**src/design/csr_settings.svh**
```systemverilog
`ifndef CSR_SETTINGS_SVH
`define CSR_SETTINGS_SVH

// Number of mhpmcounter/mhpmevent pairs from 1 to 29
`define HPM_COUNT 4

// MXL = 1 with the I and M extensions
`define MISA_VALUE 32'h4000_1100

// Direct mode
`define MTVEC_RESET 32'h0000_0100

`endif

```
**src/design/csr_pkg.sv**
```systemverilog
package csr_pkg;

  typedef enum logic [11:0] {
    csr_mstatus       = 12'h300,
    csr_misa          = 12'h301,
    csr_mie           = 12'h304,
    csr_mtvec         = 12'h305,
    csr_mhpmevent3    = 12'h323, // First event selector
    csr_mscratch      = 12'h340,
    csr_mepc          = 12'h341,
    csr_mcause        = 12'h342,
    csr_mtval         = 12'h343,
    csr_mip           = 12'h344,
    csr_mcycle        = 12'hb00,
    csr_minstret      = 12'hb02,
    csr_mhpmcounter3  = 12'hb03, // Low half of the first counter
    csr_mcycleh       = 12'hb80,
    csr_minstreth     = 12'hb82,
    csr_mhpmcounter3h = 12'hb83
  } csr_addr_e;

  typedef enum logic [1:0] {
    priv_u = 2'b00,
    priv_m = 2'b11
  } priv_e;

  typedef struct packed {
    logic [18:0] wpri_hi;
    priv_e       mpp;
    logic [2:0]  wpri_8;
    logic        mpie;
    logic [2:0]  wpri_4;
    logic        mie;
    logic [2:0]  wpri_0;
  } mstatus_t;

  typedef struct packed {
    logic [19:0] zero_hi;
    logic        meie;
    logic [2:0]  zero_8;
    logic        mtie;
    logic [2:0]  zero_4;
    logic        msie;
    logic [2:0]  zero_0;
  } mie_t;

  typedef struct packed {
    logic [19:0] zero_hi;
    logic        meip;
    logic [2:0]  zero_8;
    logic        mtip;
    logic [2:0]  zero_4;
    logic        msip;
    logic [2:0]  zero_0;
  } mip_t;

  typedef struct packed {
    mstatus_t    mstatus;
    mie_t        mie;
    mip_t        mip;
    logic [31:0] mtvec;
    logic [31:0] mscratch;
    logic [31:0] mepc;
    logic [31:0] mcause;
    logic [31:0] mtval;
    logic [63:0] mcycle;
    logic [63:0] minstret;
  } csr_machine_reg_t;

  typedef struct packed {
    logic        valid;
    logic        write;
    logic [11:0] addr;
    logic [31:0] wdata;
  } csr_req_t;

  typedef struct packed {
    logic        sel_en;
    logic        lo_en;
    logic        hi_en;
    logic [31:0] data;
  } hpm_write_t;

endpackage

```
**src/design/trap_pkg.sv**
```systemverilog
package trap_pkg;

  typedef enum logic [3:0] {
    cause_insn_misaligned  = 4'd0,
    cause_insn_fault       = 4'd1,
    cause_illegal_insn     = 4'd2,
    cause_breakpoint       = 4'd3,
    cause_load_misaligned  = 4'd4,
    cause_load_fault       = 4'd5,
    cause_store_misaligned = 4'd6,
    cause_store_fault      = 4'd7,
    cause_ecall_u          = 4'd8,
    cause_ecall_m          = 4'd11
  } cause_e;

  // Interrupt codes share values with exception codes
  localparam cause_e cause_irq_m_soft  = cause_e'(4'd3);
  localparam cause_e cause_irq_m_timer = cause_e'(4'd7);
  localparam cause_e cause_irq_m_ext   = cause_e'(4'd11);

  typedef struct packed {
    logic        valid;
    logic        exception;
    cause_e      cause;
    logic [31:0] epc;
    logic [31:0] tval;
    logic        mret;
  } retire_t;

  typedef struct packed {
    logic        trap;
    logic        mret;
    logic        interrupt; // Cause of the trap is an interrupt
    logic [31:0] target;
    logic [31:0] mepc;
  } trap_out_t;

  typedef enum logic [2:0] {
    ev_none, ev_cycle, ev_instret, ev_exception, ev_interrupt, ev_mret, ev_csr_write
  } perf_event_e;

  localparam int perf_event_count = 7;

endpackage

```
**src/design/wb_csr_port.sv**
```systemverilog
module wb_csr_port (
  input  logic              clk,
  input  logic              rst,
  input  logic              cyc,
  input  logic              stb,
  input  logic              we,
  input  logic [11:0]       adr,
  input  logic [31:0]       dat_w,
  output logic [31:0]       dat_r,
  output logic              ack,
  output csr_pkg::csr_req_t req,
  input  logic [31:0]       rdata
);

  typedef enum logic {
    st_idle,
    st_ack
  } state_e;

  state_e      state;
  logic        req_valid;
  logic        req_write;
  logic [11:0] req_addr;
  logic [31:0] req_wdata;
  logic        start;

  assign start = (state == st_idle) && cyc && stb;

  always_ff @(posedge clk) begin
    if (!rst) begin
      state     <= st_idle;
      req_valid <= 1'b0;
      ack       <= 1'b0;
    end else begin
      req_valid <= start;
      case (state)
        st_idle: begin
          ack <= 1'b0;
          if (start) begin
            state <= st_ack;
          end
        end
        st_ack: begin
          if (!ack) begin
            ack <= 1'b1; // Request is being served this cycle
          end else begin
            ack   <= 1'b0;
            state <= st_idle; // Master moves on after seeing ack
          end
        end
        default: state <= st_idle;
      endcase
    end
  end

  always_ff @(posedge clk) begin
    if (start) begin
      req_write <= we;
      req_addr  <= adr;
      req_wdata <= dat_w;
    end
    if (req_valid) begin
      dat_r <= rdata;
    end
  end

  assign req = '{valid: req_valid, write: req_write, addr: req_addr, wdata: req_wdata};

endmodule

```
**src/design/csr_file.sv**
```systemverilog
`include "csr_settings.svh"

module csr_file (
  input  logic                  clk,
  input  logic                  rst,
  input  csr_pkg::csr_req_t     req,
  output logic [31:0]           rdata,
  input  trap_pkg::retire_t     retire,
  input  logic                  meip,
  input  logic                  mtip,
  input  logic                  msip,
  output trap_pkg::trap_out_t   trap,
  output csr_pkg::hpm_write_t   hpm_wr    [`HPM_COUNT],
  input  logic [63:0]           hpm_count [`HPM_COUNT],
  input  trap_pkg::perf_event_e hpm_event [`HPM_COUNT]
);

  localparam logic [11:0] cnt_lo_base = csr_pkg::csr_mhpmcounter3;
  localparam logic [11:0] cnt_hi_base = csr_pkg::csr_mhpmcounter3h;
  localparam logic [11:0] sel_base    = csr_pkg::csr_mhpmevent3;

  csr_pkg::csr_machine_reg_t regs;
  logic                      trap_q;
  logic                      mret_q;
  logic                      bus_wr;
  logic                      irq_ext;
  logic                      irq_tmr;
  logic                      irq_sw;
  logic                      take_exc;
  logic                      take_irq;
  logic                      take_mret;
  trap_pkg::cause_e          irq_cause;
  logic [31:0]               trap_base;
  logic [31:0]               target;

  assign bus_wr = req.valid && req.write;

  // Interrupt priority is external, timer, software
  assign irq_ext   = regs.mstatus.mie && regs.mie.meie && regs.mip.meip;
  assign irq_tmr   = regs.mstatus.mie && regs.mie.mtie && regs.mip.mtip;
  assign irq_sw    = regs.mstatus.mie && regs.mie.msie && regs.mip.msip;
  assign take_exc  = retire.exception;
  assign take_irq  = retire.valid && !retire.exception && (irq_ext || irq_tmr || irq_sw);
  assign take_mret = retire.mret && !take_exc && !take_irq;
  assign irq_cause = irq_ext ? trap_pkg::cause_irq_m_ext :
                     irq_tmr ? trap_pkg::cause_irq_m_timer : trap_pkg::cause_irq_m_soft;

  always_comb begin
    rdata = '0;
    case (req.addr)
      csr_pkg::csr_mstatus:   rdata = regs.mstatus;
      csr_pkg::csr_misa:      rdata = `MISA_VALUE;
      csr_pkg::csr_mie:       rdata = regs.mie;
      csr_pkg::csr_mip:       rdata = regs.mip;
      csr_pkg::csr_mtvec:     rdata = regs.mtvec;
      csr_pkg::csr_mscratch:  rdata = regs.mscratch;
      csr_pkg::csr_mepc:      rdata = regs.mepc;
      csr_pkg::csr_mcause:    rdata = regs.mcause;
      csr_pkg::csr_mtval:     rdata = regs.mtval;
      csr_pkg::csr_mcycle:    rdata = regs.mcycle[31:0];
      csr_pkg::csr_mcycleh:   rdata = regs.mcycle[63:32];
      csr_pkg::csr_minstret:  rdata = regs.minstret[31:0];
      csr_pkg::csr_minstreth: rdata = regs.minstret[63:32];
      default: begin
        for (int i = 0; i < `HPM_COUNT; i++) begin
          if (req.addr == cnt_lo_base + 12'(i)) rdata = hpm_count[i][31:0];
          if (req.addr == cnt_hi_base + 12'(i)) rdata = hpm_count[i][63:32];
          if (req.addr == sel_base + 12'(i))    rdata = 32'(hpm_event[i]);
        end
      end
    endcase
  end

  always_comb begin
    for (int i = 0; i < `HPM_COUNT; i++) begin
      hpm_wr[i].sel_en = bus_wr && (req.addr == sel_base + 12'(i));
      hpm_wr[i].lo_en  = bus_wr && (req.addr == cnt_lo_base + 12'(i));
      hpm_wr[i].hi_en  = bus_wr && (req.addr == cnt_hi_base + 12'(i));
      hpm_wr[i].data   = req.wdata;
    end
  end

  always_ff @(posedge clk) begin
    if (!rst) begin
      regs             <= '0;
      regs.mstatus.mpp <= csr_pkg::priv_m;
      regs.mtvec       <= `MTVEC_RESET;
      trap_q           <= 1'b0;
      mret_q           <= 1'b0;
    end else begin
      regs.mcycle   <= regs.mcycle + 64'd1;
      if (retire.valid) begin
        regs.minstret <= regs.minstret + 64'd1;
      end
      regs.mip.meip <= meip;
      regs.mip.mtip <= mtip;
      regs.mip.msip <= msip;

      if (bus_wr) begin
        case (req.addr)
          csr_pkg::csr_mstatus: begin
            if (req.wdata[12:11] == csr_pkg::priv_m || req.wdata[12:11] == csr_pkg::priv_u) begin
              regs.mstatus.mpp <= csr_pkg::priv_e'(req.wdata[12:11]);
            end
            regs.mstatus.mpie <= req.wdata[7];
            regs.mstatus.mie  <= req.wdata[3];
          end
          csr_pkg::csr_mie: begin
            regs.mie.meie <= req.wdata[11];
            regs.mie.mtie <= req.wdata[7];
            regs.mie.msie <= req.wdata[3];
          end
          csr_pkg::csr_mtvec:     regs.mtvec <= req.wdata;
          csr_pkg::csr_mscratch:  regs.mscratch <= req.wdata;
          csr_pkg::csr_mepc:      regs.mepc <= req.wdata;
          csr_pkg::csr_mcause:    regs.mcause <= req.wdata;
          csr_pkg::csr_mtval:     regs.mtval <= req.wdata;
          csr_pkg::csr_mcycle:    regs.mcycle[31:0] <= req.wdata;
          csr_pkg::csr_mcycleh:   regs.mcycle[63:32] <= req.wdata;
          csr_pkg::csr_minstret:  regs.minstret[31:0] <= req.wdata;
          csr_pkg::csr_minstreth: regs.minstret[63:32] <= req.wdata;
          default: ;
        endcase
      end

      trap_q <= take_exc || take_irq;
      mret_q <= take_mret;
      if (take_exc || take_irq) begin // Overrides a bus write on the same edge
        regs.mstatus.mpie <= regs.mstatus.mie;
        regs.mstatus.mie  <= 1'b0;
        regs.mepc         <= retire.epc;
        if (take_exc) begin
          regs.mcause <= {28'd0, retire.cause};
          regs.mtval  <= retire.tval;
        end else begin
          regs.mcause <= {1'b1, 27'd0, irq_cause};
          regs.mtval  <= '0;
        end
      end else if (take_mret) begin
        regs.mstatus.mie  <= regs.mstatus.mpie;
        regs.mstatus.mpie <= 1'b1;
      end
    end
  end

  always_comb begin
    trap_base = {regs.mtvec[31:2], 2'b00};
    if (mret_q) begin
      target = regs.mepc;
    end else if (regs.mtvec[1:0] == 2'b01 && regs.mcause[31]) begin
      target = trap_base + {26'd0, regs.mcause[3:0], 2'b00}; // Vectored
    end else begin
      target = trap_base;
    end
  end

  assign trap = '{trap: trap_q, mret: mret_q, interrupt: regs.mcause[31],
                  target: target, mepc: regs.mepc};

endmodule

```
**src/design/perf_event_gen.sv**
```systemverilog
module perf_event_gen (
  input  logic                                   clk,
  input  logic                                   rst,
  input  trap_pkg::retire_t                      retire,
  input  trap_pkg::trap_out_t                    trap,
  input  logic                                   csr_write,
  output logic [trap_pkg::perf_event_count-1:0] events
);

  logic [trap_pkg::perf_event_count-1:0] events_d;

  always_comb begin
    events_d                          = '0; // ev_none never fires
    events_d[trap_pkg::ev_cycle]      = 1'b1;
    events_d[trap_pkg::ev_instret]    = retire.valid;
    events_d[trap_pkg::ev_exception]  = trap.trap && !trap.interrupt;
    events_d[trap_pkg::ev_interrupt]  = trap.trap && trap.interrupt;
    events_d[trap_pkg::ev_mret]       = trap.mret;
    events_d[trap_pkg::ev_csr_write]  = csr_write;
  end

  always_ff @(posedge clk) begin
    if (!rst) begin
      events <= '0;
    end else begin
      events <= events_d;
    end
  end

endmodule

```
**src/design/hpm_counter.sv**
```systemverilog
module hpm_counter (
  input  logic                                   clk,
  input  logic                                   rst,
  input  csr_pkg::hpm_write_t                    wr,
  input  logic [trap_pkg::perf_event_count-1:0] events,
  output logic [63:0]                            count,
  output trap_pkg::perf_event_e                  event_sel
);

  logic hit;

  assign hit = events[event_sel];

  always_ff @(posedge clk) begin
    if (!rst) begin
      count     <= '0;
      event_sel <= trap_pkg::ev_none;
    end else begin
      if (wr.sel_en) begin
        event_sel <= trap_pkg::perf_event_e'(wr.data[2:0]);
      end
      if (hit && !wr.lo_en && !wr.hi_en) begin
        count <= count + 64'd1;
      end
      if (wr.lo_en) begin
        count[31:0] <= wr.data;
      end
      if (wr.hi_en) begin
        count[63:32] <= wr.data;
      end
    end
  end

endmodule

```
**src/design/csr_subsystem.sv**
```systemverilog
`include "csr_settings.svh"

module csr_subsystem (
  input  logic                clk,
  input  logic                rst,
  input  logic                cyc,
  input  logic                stb,
  input  logic                we,
  input  logic [11:0]         adr,
  input  logic [31:0]         dat_w,
  output logic [31:0]         dat_r,
  output logic                ack,
  input  trap_pkg::retire_t   retire,
  input  logic                meip,
  input  logic                mtip,
  input  logic                msip,
  output trap_pkg::trap_out_t trap
);

  csr_pkg::csr_req_t                     req;
  logic [31:0]                           rdata;
  logic                                  csr_write;
  logic [trap_pkg::perf_event_count-1:0] events;
  csr_pkg::hpm_write_t                   hpm_wr    [`HPM_COUNT];
  logic [63:0]                           hpm_count [`HPM_COUNT];
  trap_pkg::perf_event_e                 hpm_event [`HPM_COUNT];

  assign csr_write = req.valid && req.write;

  wb_csr_port u_port (
    .clk   (clk),
    .rst   (rst),
    .cyc   (cyc),
    .stb   (stb),
    .we    (we),
    .adr   (adr),
    .dat_w (dat_w),
    .dat_r (dat_r),
    .ack   (ack),
    .req   (req),
    .rdata (rdata)
  );

  csr_file u_csr_file (
    .clk       (clk),
    .rst       (rst),
    .req       (req),
    .rdata     (rdata),
    .retire    (retire),
    .meip      (meip),
    .mtip      (mtip),
    .msip      (msip),
    .trap      (trap),
    .hpm_wr    (hpm_wr),
    .hpm_count (hpm_count),
    .hpm_event (hpm_event)
  );

  perf_event_gen u_event_gen (
    .clk       (clk),
    .rst       (rst),
    .retire    (retire),
    .trap      (trap),
    .csr_write (csr_write),
    .events    (events)
  );

  for (genvar i = 0; i < `HPM_COUNT; i++) begin : g_hpm
    hpm_counter u_hpm (
      .clk       (clk),
      .rst       (rst),
      .wr        (hpm_wr[i]),
      .events    (events),
      .count     (hpm_count[i]),
      .event_sel (hpm_event[i])
    );
  end

endmodule

```
**config.mk**
```make
export PLATFORM = sky130hd
export DESIGN_NAME = csr_subsystem
export DESIGN_NICKNAME = d
export VERILOG_FILES = /design/src/design/csr_pkg.sv /design/src/design/trap_pkg.sv /design/src/design/wb_csr_port.sv /design/src/design/csr_file.sv /design/src/design/perf_event_gen.sv /design/src/design/hpm_counter.sv /design/src/design/csr_subsystem.sv
export VERILOG_INCLUDE_DIRS = /design/src /design/src/design
export SDC_FILE = /design/constraint.sdc
export NUM_CORES = 2
export LEC_CHECK = 0
export ABC_CLOCK_PERIOD_IN_PS = 6900
export BUFFER_PORTS_ARGS = -buffer_cell sky130_fd_sc_hd__buf_4
export CAP_MARGIN = 30
export CORE_ASPECT_RATIO = 1.5
export CORE_MARGIN = 3
export CORE_UTILIZATION = 40
export DETAILED_ROUTE_END_ITERATION = 10
export GPL_ROUTABILITY_DRIVEN = 0
export PLACE_DENSITY_LB_ADDON = 0.05
export SKIP_CTS_REPAIR_TIMING = 1
export SYNTH_ARGS = -nofsm -noshare
export SYNTH_HDL_FRONTEND = slang
export SYNTH_SLANG_ARGS = --single-unit
export TNS_END_PERCENT = 5
```
**constraint.sdc**
```tcl
create_clock -name clk -period 6.9 [get_ports clk]
set_input_delay 2.07 -clock clk [delete_from_list [all_inputs] [get_ports clk]]
set_output_delay 2.07 -clock clk [all_outputs]
set_load 0.02 [all_outputs]
```
## Word-level counts from Yosys, hierarchy flattened

Cells that the tools add are included.

| word-level totals | value |
|---|---|
| register bits | 655 |
| output and inout port bits | 100 |

| operators by class | value |
|---|---|
| $add $sub $neg | 7 |
| equal/unequal tests | 27 |
| muxes and demuxes | 60 |
| bitwise operators | 2 |
| $lt $le $gt $ge | 4 |
| reductions and logical operators | 78 |

Operators with widths:

| operator | count |
|---|---|
| 32-bit 2-to-1 mux | 29 |
| 32-bit one-hot mux with 13 select lines | 1 |
| 64-bit by 1-bit adder with 64-bit output (second input constant) | 6 |
| 64-bit 2-to-1 mux | 6 |
| 224-bit 2-to-1 mux | 1 |
| 12-bit by 10-bit equality test with 1-bit output (second input constant) | 13 |
| 12-bit equality test (second input constant) | 12 |
| 96-bit 2-to-1 mux | 1 |
| 1-bit logical AND | 36 |
| 32-bit by 6-bit adder with 32-bit output | 1 |
| 2-bit nonzero test | 14 |
| 3-bit by 4-bit < comparator with 1-bit output (second input constant) | 4 |
| 2-bit AND reduction | 8 |
| 1-bit 2-to-1 mux | 13 |
| 1-bit binary-select mux with 3-bit select | 4 |
| 1-bit logical NOT | 11 |
| 3-bit nonzero test | 2 |
| 1-bit logical OR | 4 |
| 4-bit 2-to-1 mux | 1 |
| 1-bit one-hot mux with 2 select lines | 2 |
| 3-bit 2-to-1 mux | 1 |
| 3-bit AND reduction | 1 |
| 2-bit by 1-bit equality test with 1-bit output (second input constant) | 1 |
| 2-bit equality test (second input constant) | 1 |
| other kinds (4) | 5 |

## Depth between registers and ports, before layout

| depth | value |
|---|---|
| depth after elaboration | 14 |
| mapped depth | 11 |

## Cells and area by module

Synthesis repeated with hierarchy kept, for this count alone.

| second synthesis, totals | value |
|---|---|
| cells, all modules | 4934 |
| area total of the unflattened synthesis | 39497.9 sq um |

By module, submodules not included:

| module | cells each | area an instance (sq um) | times used | sequential area each (sq um) |
|---|---|---|---|---|
| csr_file | 2734 | 20900.0 | 1 | 6005.8 |
| hpm_counter (g_hpm[0].u_hpm ...) | 502 | 3892.5 | 3 | 1341.3 |
| hpm_counter (g_hpm[3].u_hpm) | 593 | 4324.1 | 1 | 1341.3 |
| wb_csr_port | 87 | 2421.1 | 1 | 2372.3 |
| perf_event_gen | 13 | 168.9 | 1 | 120.1 |
| csr_subsystem | 1 | 6.3 | 1 | 0.0 |

## Least setup slack after synthesis

OpenSTA, ideal clock, no wires.

| timing | value |
|---|---|
| path type | input to register |
| start point | input port stb |
| end point | register u_port.req_addr[0] (enable) |
| path slack | 2.423 ns |
| arrival time | 4.029 ns |
| stages on the path | 2 |
| library setup time | 0.448 ns |
| data required time | 6.452 ns |
| path through | nand2_1 > nor2_1 |

| on the way | value |
|---|---|
| longest elaborated chain between the ends | 1 |

RTL lines:

| item | line | source |
|---|---|---|
| start, declared | csr_subsystem.sv:7 | `input logic stb,` |
| 1-bit logical AND | wb_csr_port.sv:27 | `assign start = (state == st_idle) && cyc && stb;` |
| named net u_port.start | wb_csr_port.sv:25 | `logic start;` |
| end signal, assigned | wb_csr_port.sv:59 | `req_addr <= adr;` |
| end, declared | wb_csr_port.sv:23 | `logic [11:0] req_addr;` |

The timed path passes the listed nets, and every way through them passes these cells.
A chain may end at the register's enable or synchronous reset.

==> results.toml <==
[status]
status = "completed"

[floorplanning]
die_w_um = 258
rows = 137
die_h_um = 383
io-pin-count = 223
core_area_sq_um = 93600
die-area_sq_um = 98700
start_util_pct = 40.6

[logic_synthesis]
avgSynthCellArea_sq_um = 7.81
synthFlopType = "dfxtp_1"
ys_ff_latch = 654
syn-num-nets = 4996
yosysSeqAreaShare_pct = 36.5
synth_cells = 4862
synth.distinct_cells = 94
yosysTopAreaCell = "dfxtp_1"
synth_edf_count = 77
synth_async_sr_flop_share_pct = 0
ys_warn_count = 0
yosys-top-cells-area = "dfxtp_1 (30%), o21ai_0 (6.6%), edfxtp_1 (6.1%), a21oi_1 (5.2%), xnor2_1 (5.2%)"
synth_top_area_share_pct = 30.4
synth.cell_area_sq_um = 38000

[clock_network]
cts_max_path_buffers = 3
htreeDepth = 3
cts.sinks = 654
root_buffer = "clkbuf_16"
cts_inserted_buffers = 72
clk_pin_slew_ns = 0.07
cts_tree = "built"
insertion_delay_ns = 0.68

[routing]
wl_per_cell_um = 31.7
ant_nets = 0
wl_mm = 195
vias = 40141
detail_route.drc_violations = 0
drt_iter0_drc = 5325
firstDrtPassIters = 6
vias_per_cell = 6.53

[hold_path]
holdPathStages = 1
hp-class = "flip-flop to flip-flop"

[power_and_ir_drop]
powerDensity_nw_per_um2 = 203
vdd_ir_drop_max_v = 0.000234
power_uw = 8710
p_leak_uw = 0.0135

[setup_path]
cp.arrival_ns = 3.29
crit_path_start_kind = "flip-flop"
crit_fanout = 6
r2r_cells = 7
critPathKind = "flip-flop to primary output"
worstSetupEndpointType = "primary output"
worstPathCellList = "ha_1, inv_1, fa_1, nor2b_1, o21a_1, o211ai_1, nor2_1, xnor2_1, o21ai_0, buf_4"
critical-path-max-stage-delay_ns = 0.40
critPathRequiredTime_ns = 4.83
crit_slowest_cell = "dfxtp_1"

[sta]
fmax_ghz = 0.187
fin_crit_sh_pct = 77.6
fin_skew_ns = 0.0299
setup_tns_ns = 0
slew_viol_final = 0
finalSetupViolations = 0
timing.hold.ws_ns = 0.422
grt_setup_unrepaired = "false"
tightest_slew_ns = 1.12
slew_headroom_pct = 25.6
hold_viol = 0
min_period_ns = 5.36

[grt]
grt_usage_pct = 38.0
grt_max_degree = 169
antenna_found_initial = 10
gr-total-overflow = 0
grt_pass1_vias = 37491
grt_first_pass_wirelength_mm = 273

[final_layout]
instances_no_fill = 6144
layout.nets = 4964
fill_cells = 9648
drive_gt1_share_pct = 11.6
syn2layout_area_growth_pct = 13.2

[placement]
portBuffers = 222
dp_hpwl_mm = 133
place_inst = 6004

[run]
maxCapViolCount = 0
[through the flow]
| stage | instance area [sq um] | worst slack (ns) | util (%) |
|---|---|---|---|
| final | 43000 | 1.54 | 45.9 |
| after global routing | 43000 | 1.42 | 45.9 |
| after CTS | 43000 | 1.57 | 45.9 |
| after detailed placement | 40500 | 2.30 | 43.3 |
| after global placement | 40300 | 2.35 | 43.1 |
| after floorplan | 38000 | 2.42 | - |
[worst paths after layout]
path                                startpoint                          to  slack [ns]
max          u_csr_file.regs[258]$_SDFFE_PN0P_                    trap[54]        1.54
min                      u_port.ack$_SDFF_PN0_       u_port.ack$_SDFF_PN0_        0.42
max reg2reg       u_port.req_addr[7]$_DFFE_PP_  u_port.dat_r[24]$_DFFE_PP_        2.58
min reg2reg              u_port.ack$_SDFF_PN0_       u_port.ack$_SDFF_PN0_        0.42
[cells in the final DEF (no fill, tap or decap), types with 55 or more instances in the layout]
| master | n |
|---|---|
| a22oi_1 | 100 |
| nand3_1 | 221 |
| o21ai_0 | 501 |
| xor2_1 | 87 |
| mux2i_1 | 72 |
| nand2_1 | 487 |
| nor4_1 | 92 |
| a211oi_1 | 76 |
| a31oi_1 | 81 |
| xnor2_1 | 226 |
| clkbuf_16 | 73 |
| dfxtp_1 | 575 |
| inv_1 | 82 |
| nor2_1 | 406 |
| edfxtp_1 | 77 |
| nand4_1 | 159 |
| a221oi_1 | 55 |
| a21oi_1 | 397 |
| buf_4 | 336 |
| nor3_1 | 126 |
| or3_1 | 62 |
[critical path: cells and delay by family (launching register included)]
kind | cells | cell delay, ns
buffers and inverters | 2 | 0.30
AOI/OAI and AO/OA | 3 | 0.82
and+or+nand+nor | 2 | 0.40
DFF | 1 | 0.40
xor gates and xnor gates | 1 | 0.07
adders and majority gates | 2 | 0.63
[final cells by class]
| cell class | count | area, sq um | area share (%) |
|---|---|---|---|
| diodes | 5 | 12.5 | 0.0291 |
| clock buffers | 95 | 1980 | 4.60 |
| flip-flops and latches | 654 | 13900 | 32.2 |
| well taps | 1251 | 1570 | 3.64 |
| inverters | 83 | 319 | 0.742 |
| repair buffers | 353 | 2810 | 6.54 |
| clock inverters | 37 | 439 | 1.02 |
| multi-input cells | 3666 | 22000 | 51.2 |
[state kept, by name, indices dropped and copies added (netlist names)]
register / count
u_port.req_valid: 1
u_event_gen.events: 6
u_port.state: 1
g_hpm.u_hpm.count: 256
u_port.ack: 1
u_csr_file.trap_q: 1
u_port.req_addr: 12
u_port.req_wdata: 32
g_hpm.u_hpm.event_sel: 12
u_csr_file.regs: 265
u_csr_file.trap: 33
u_port.dat_r: 32
u_csr_file.mret_q: 1
u_port.req_write: 1
[cells by family (layout without fill, tap and decap cells)]
kind of cell / count (synthesis) / in the layout / share of synthesized area, %
AOI/OAI and AO/OA: 1423 / 1423 / 22.6
xor gates and xnor gates: 313 / 313 / 7.22
adders and majority gates: 11 / 11 / 0.382
buffers and inverters: 542 / 568 / 6.09
DFF: 654 / 654 / 36.5
muxes: 95 / 95 / 2.97
other: 0 / 5 / 0
and+or+nand+nor: 1824 / 1824 / 24.2
[layer usage]
metal  global-route usage [%]  vias up  wire length [um]
li1                         -    17813                 -
met1                     44.7    19312             71700
met2                     60.0     2320             87500
met3                     5.89      696             15200
met4                     34.1        0             20200
met5                        0        -                 0
[synthesized netlist by cell type, types with 26 or more instances]
cell type	instances
and4_1	36
a221oi_1	55
dfxtp_1	577
or3_1	62
nor2_1	411
clkbuf_1	355
buf_2	39
nor4_1	95
a311oi_1	36
mux2i_1	72
or4_1	27
nand2_1	488
a22oi_1	100
and3_1	53
o21ai_0	501
buf_4	36
a21oi_1	398
inv_1	83
nand3_1	225
nand4_1	159
xnor2_1	226
xor2_1	87
nor3_1	131
edfxtp_1	77
and2_1	26
a31oi_1	81
a211oi_1	76
[where the power goes]
part	leakage (uW)	internal [uW]	switching, uW
clock network	0.00118	2340	1800
registers	0.00538	3900	75.1
logic	0.00692	174	422
Note: power is estimated with default switching activity, not from simulation.
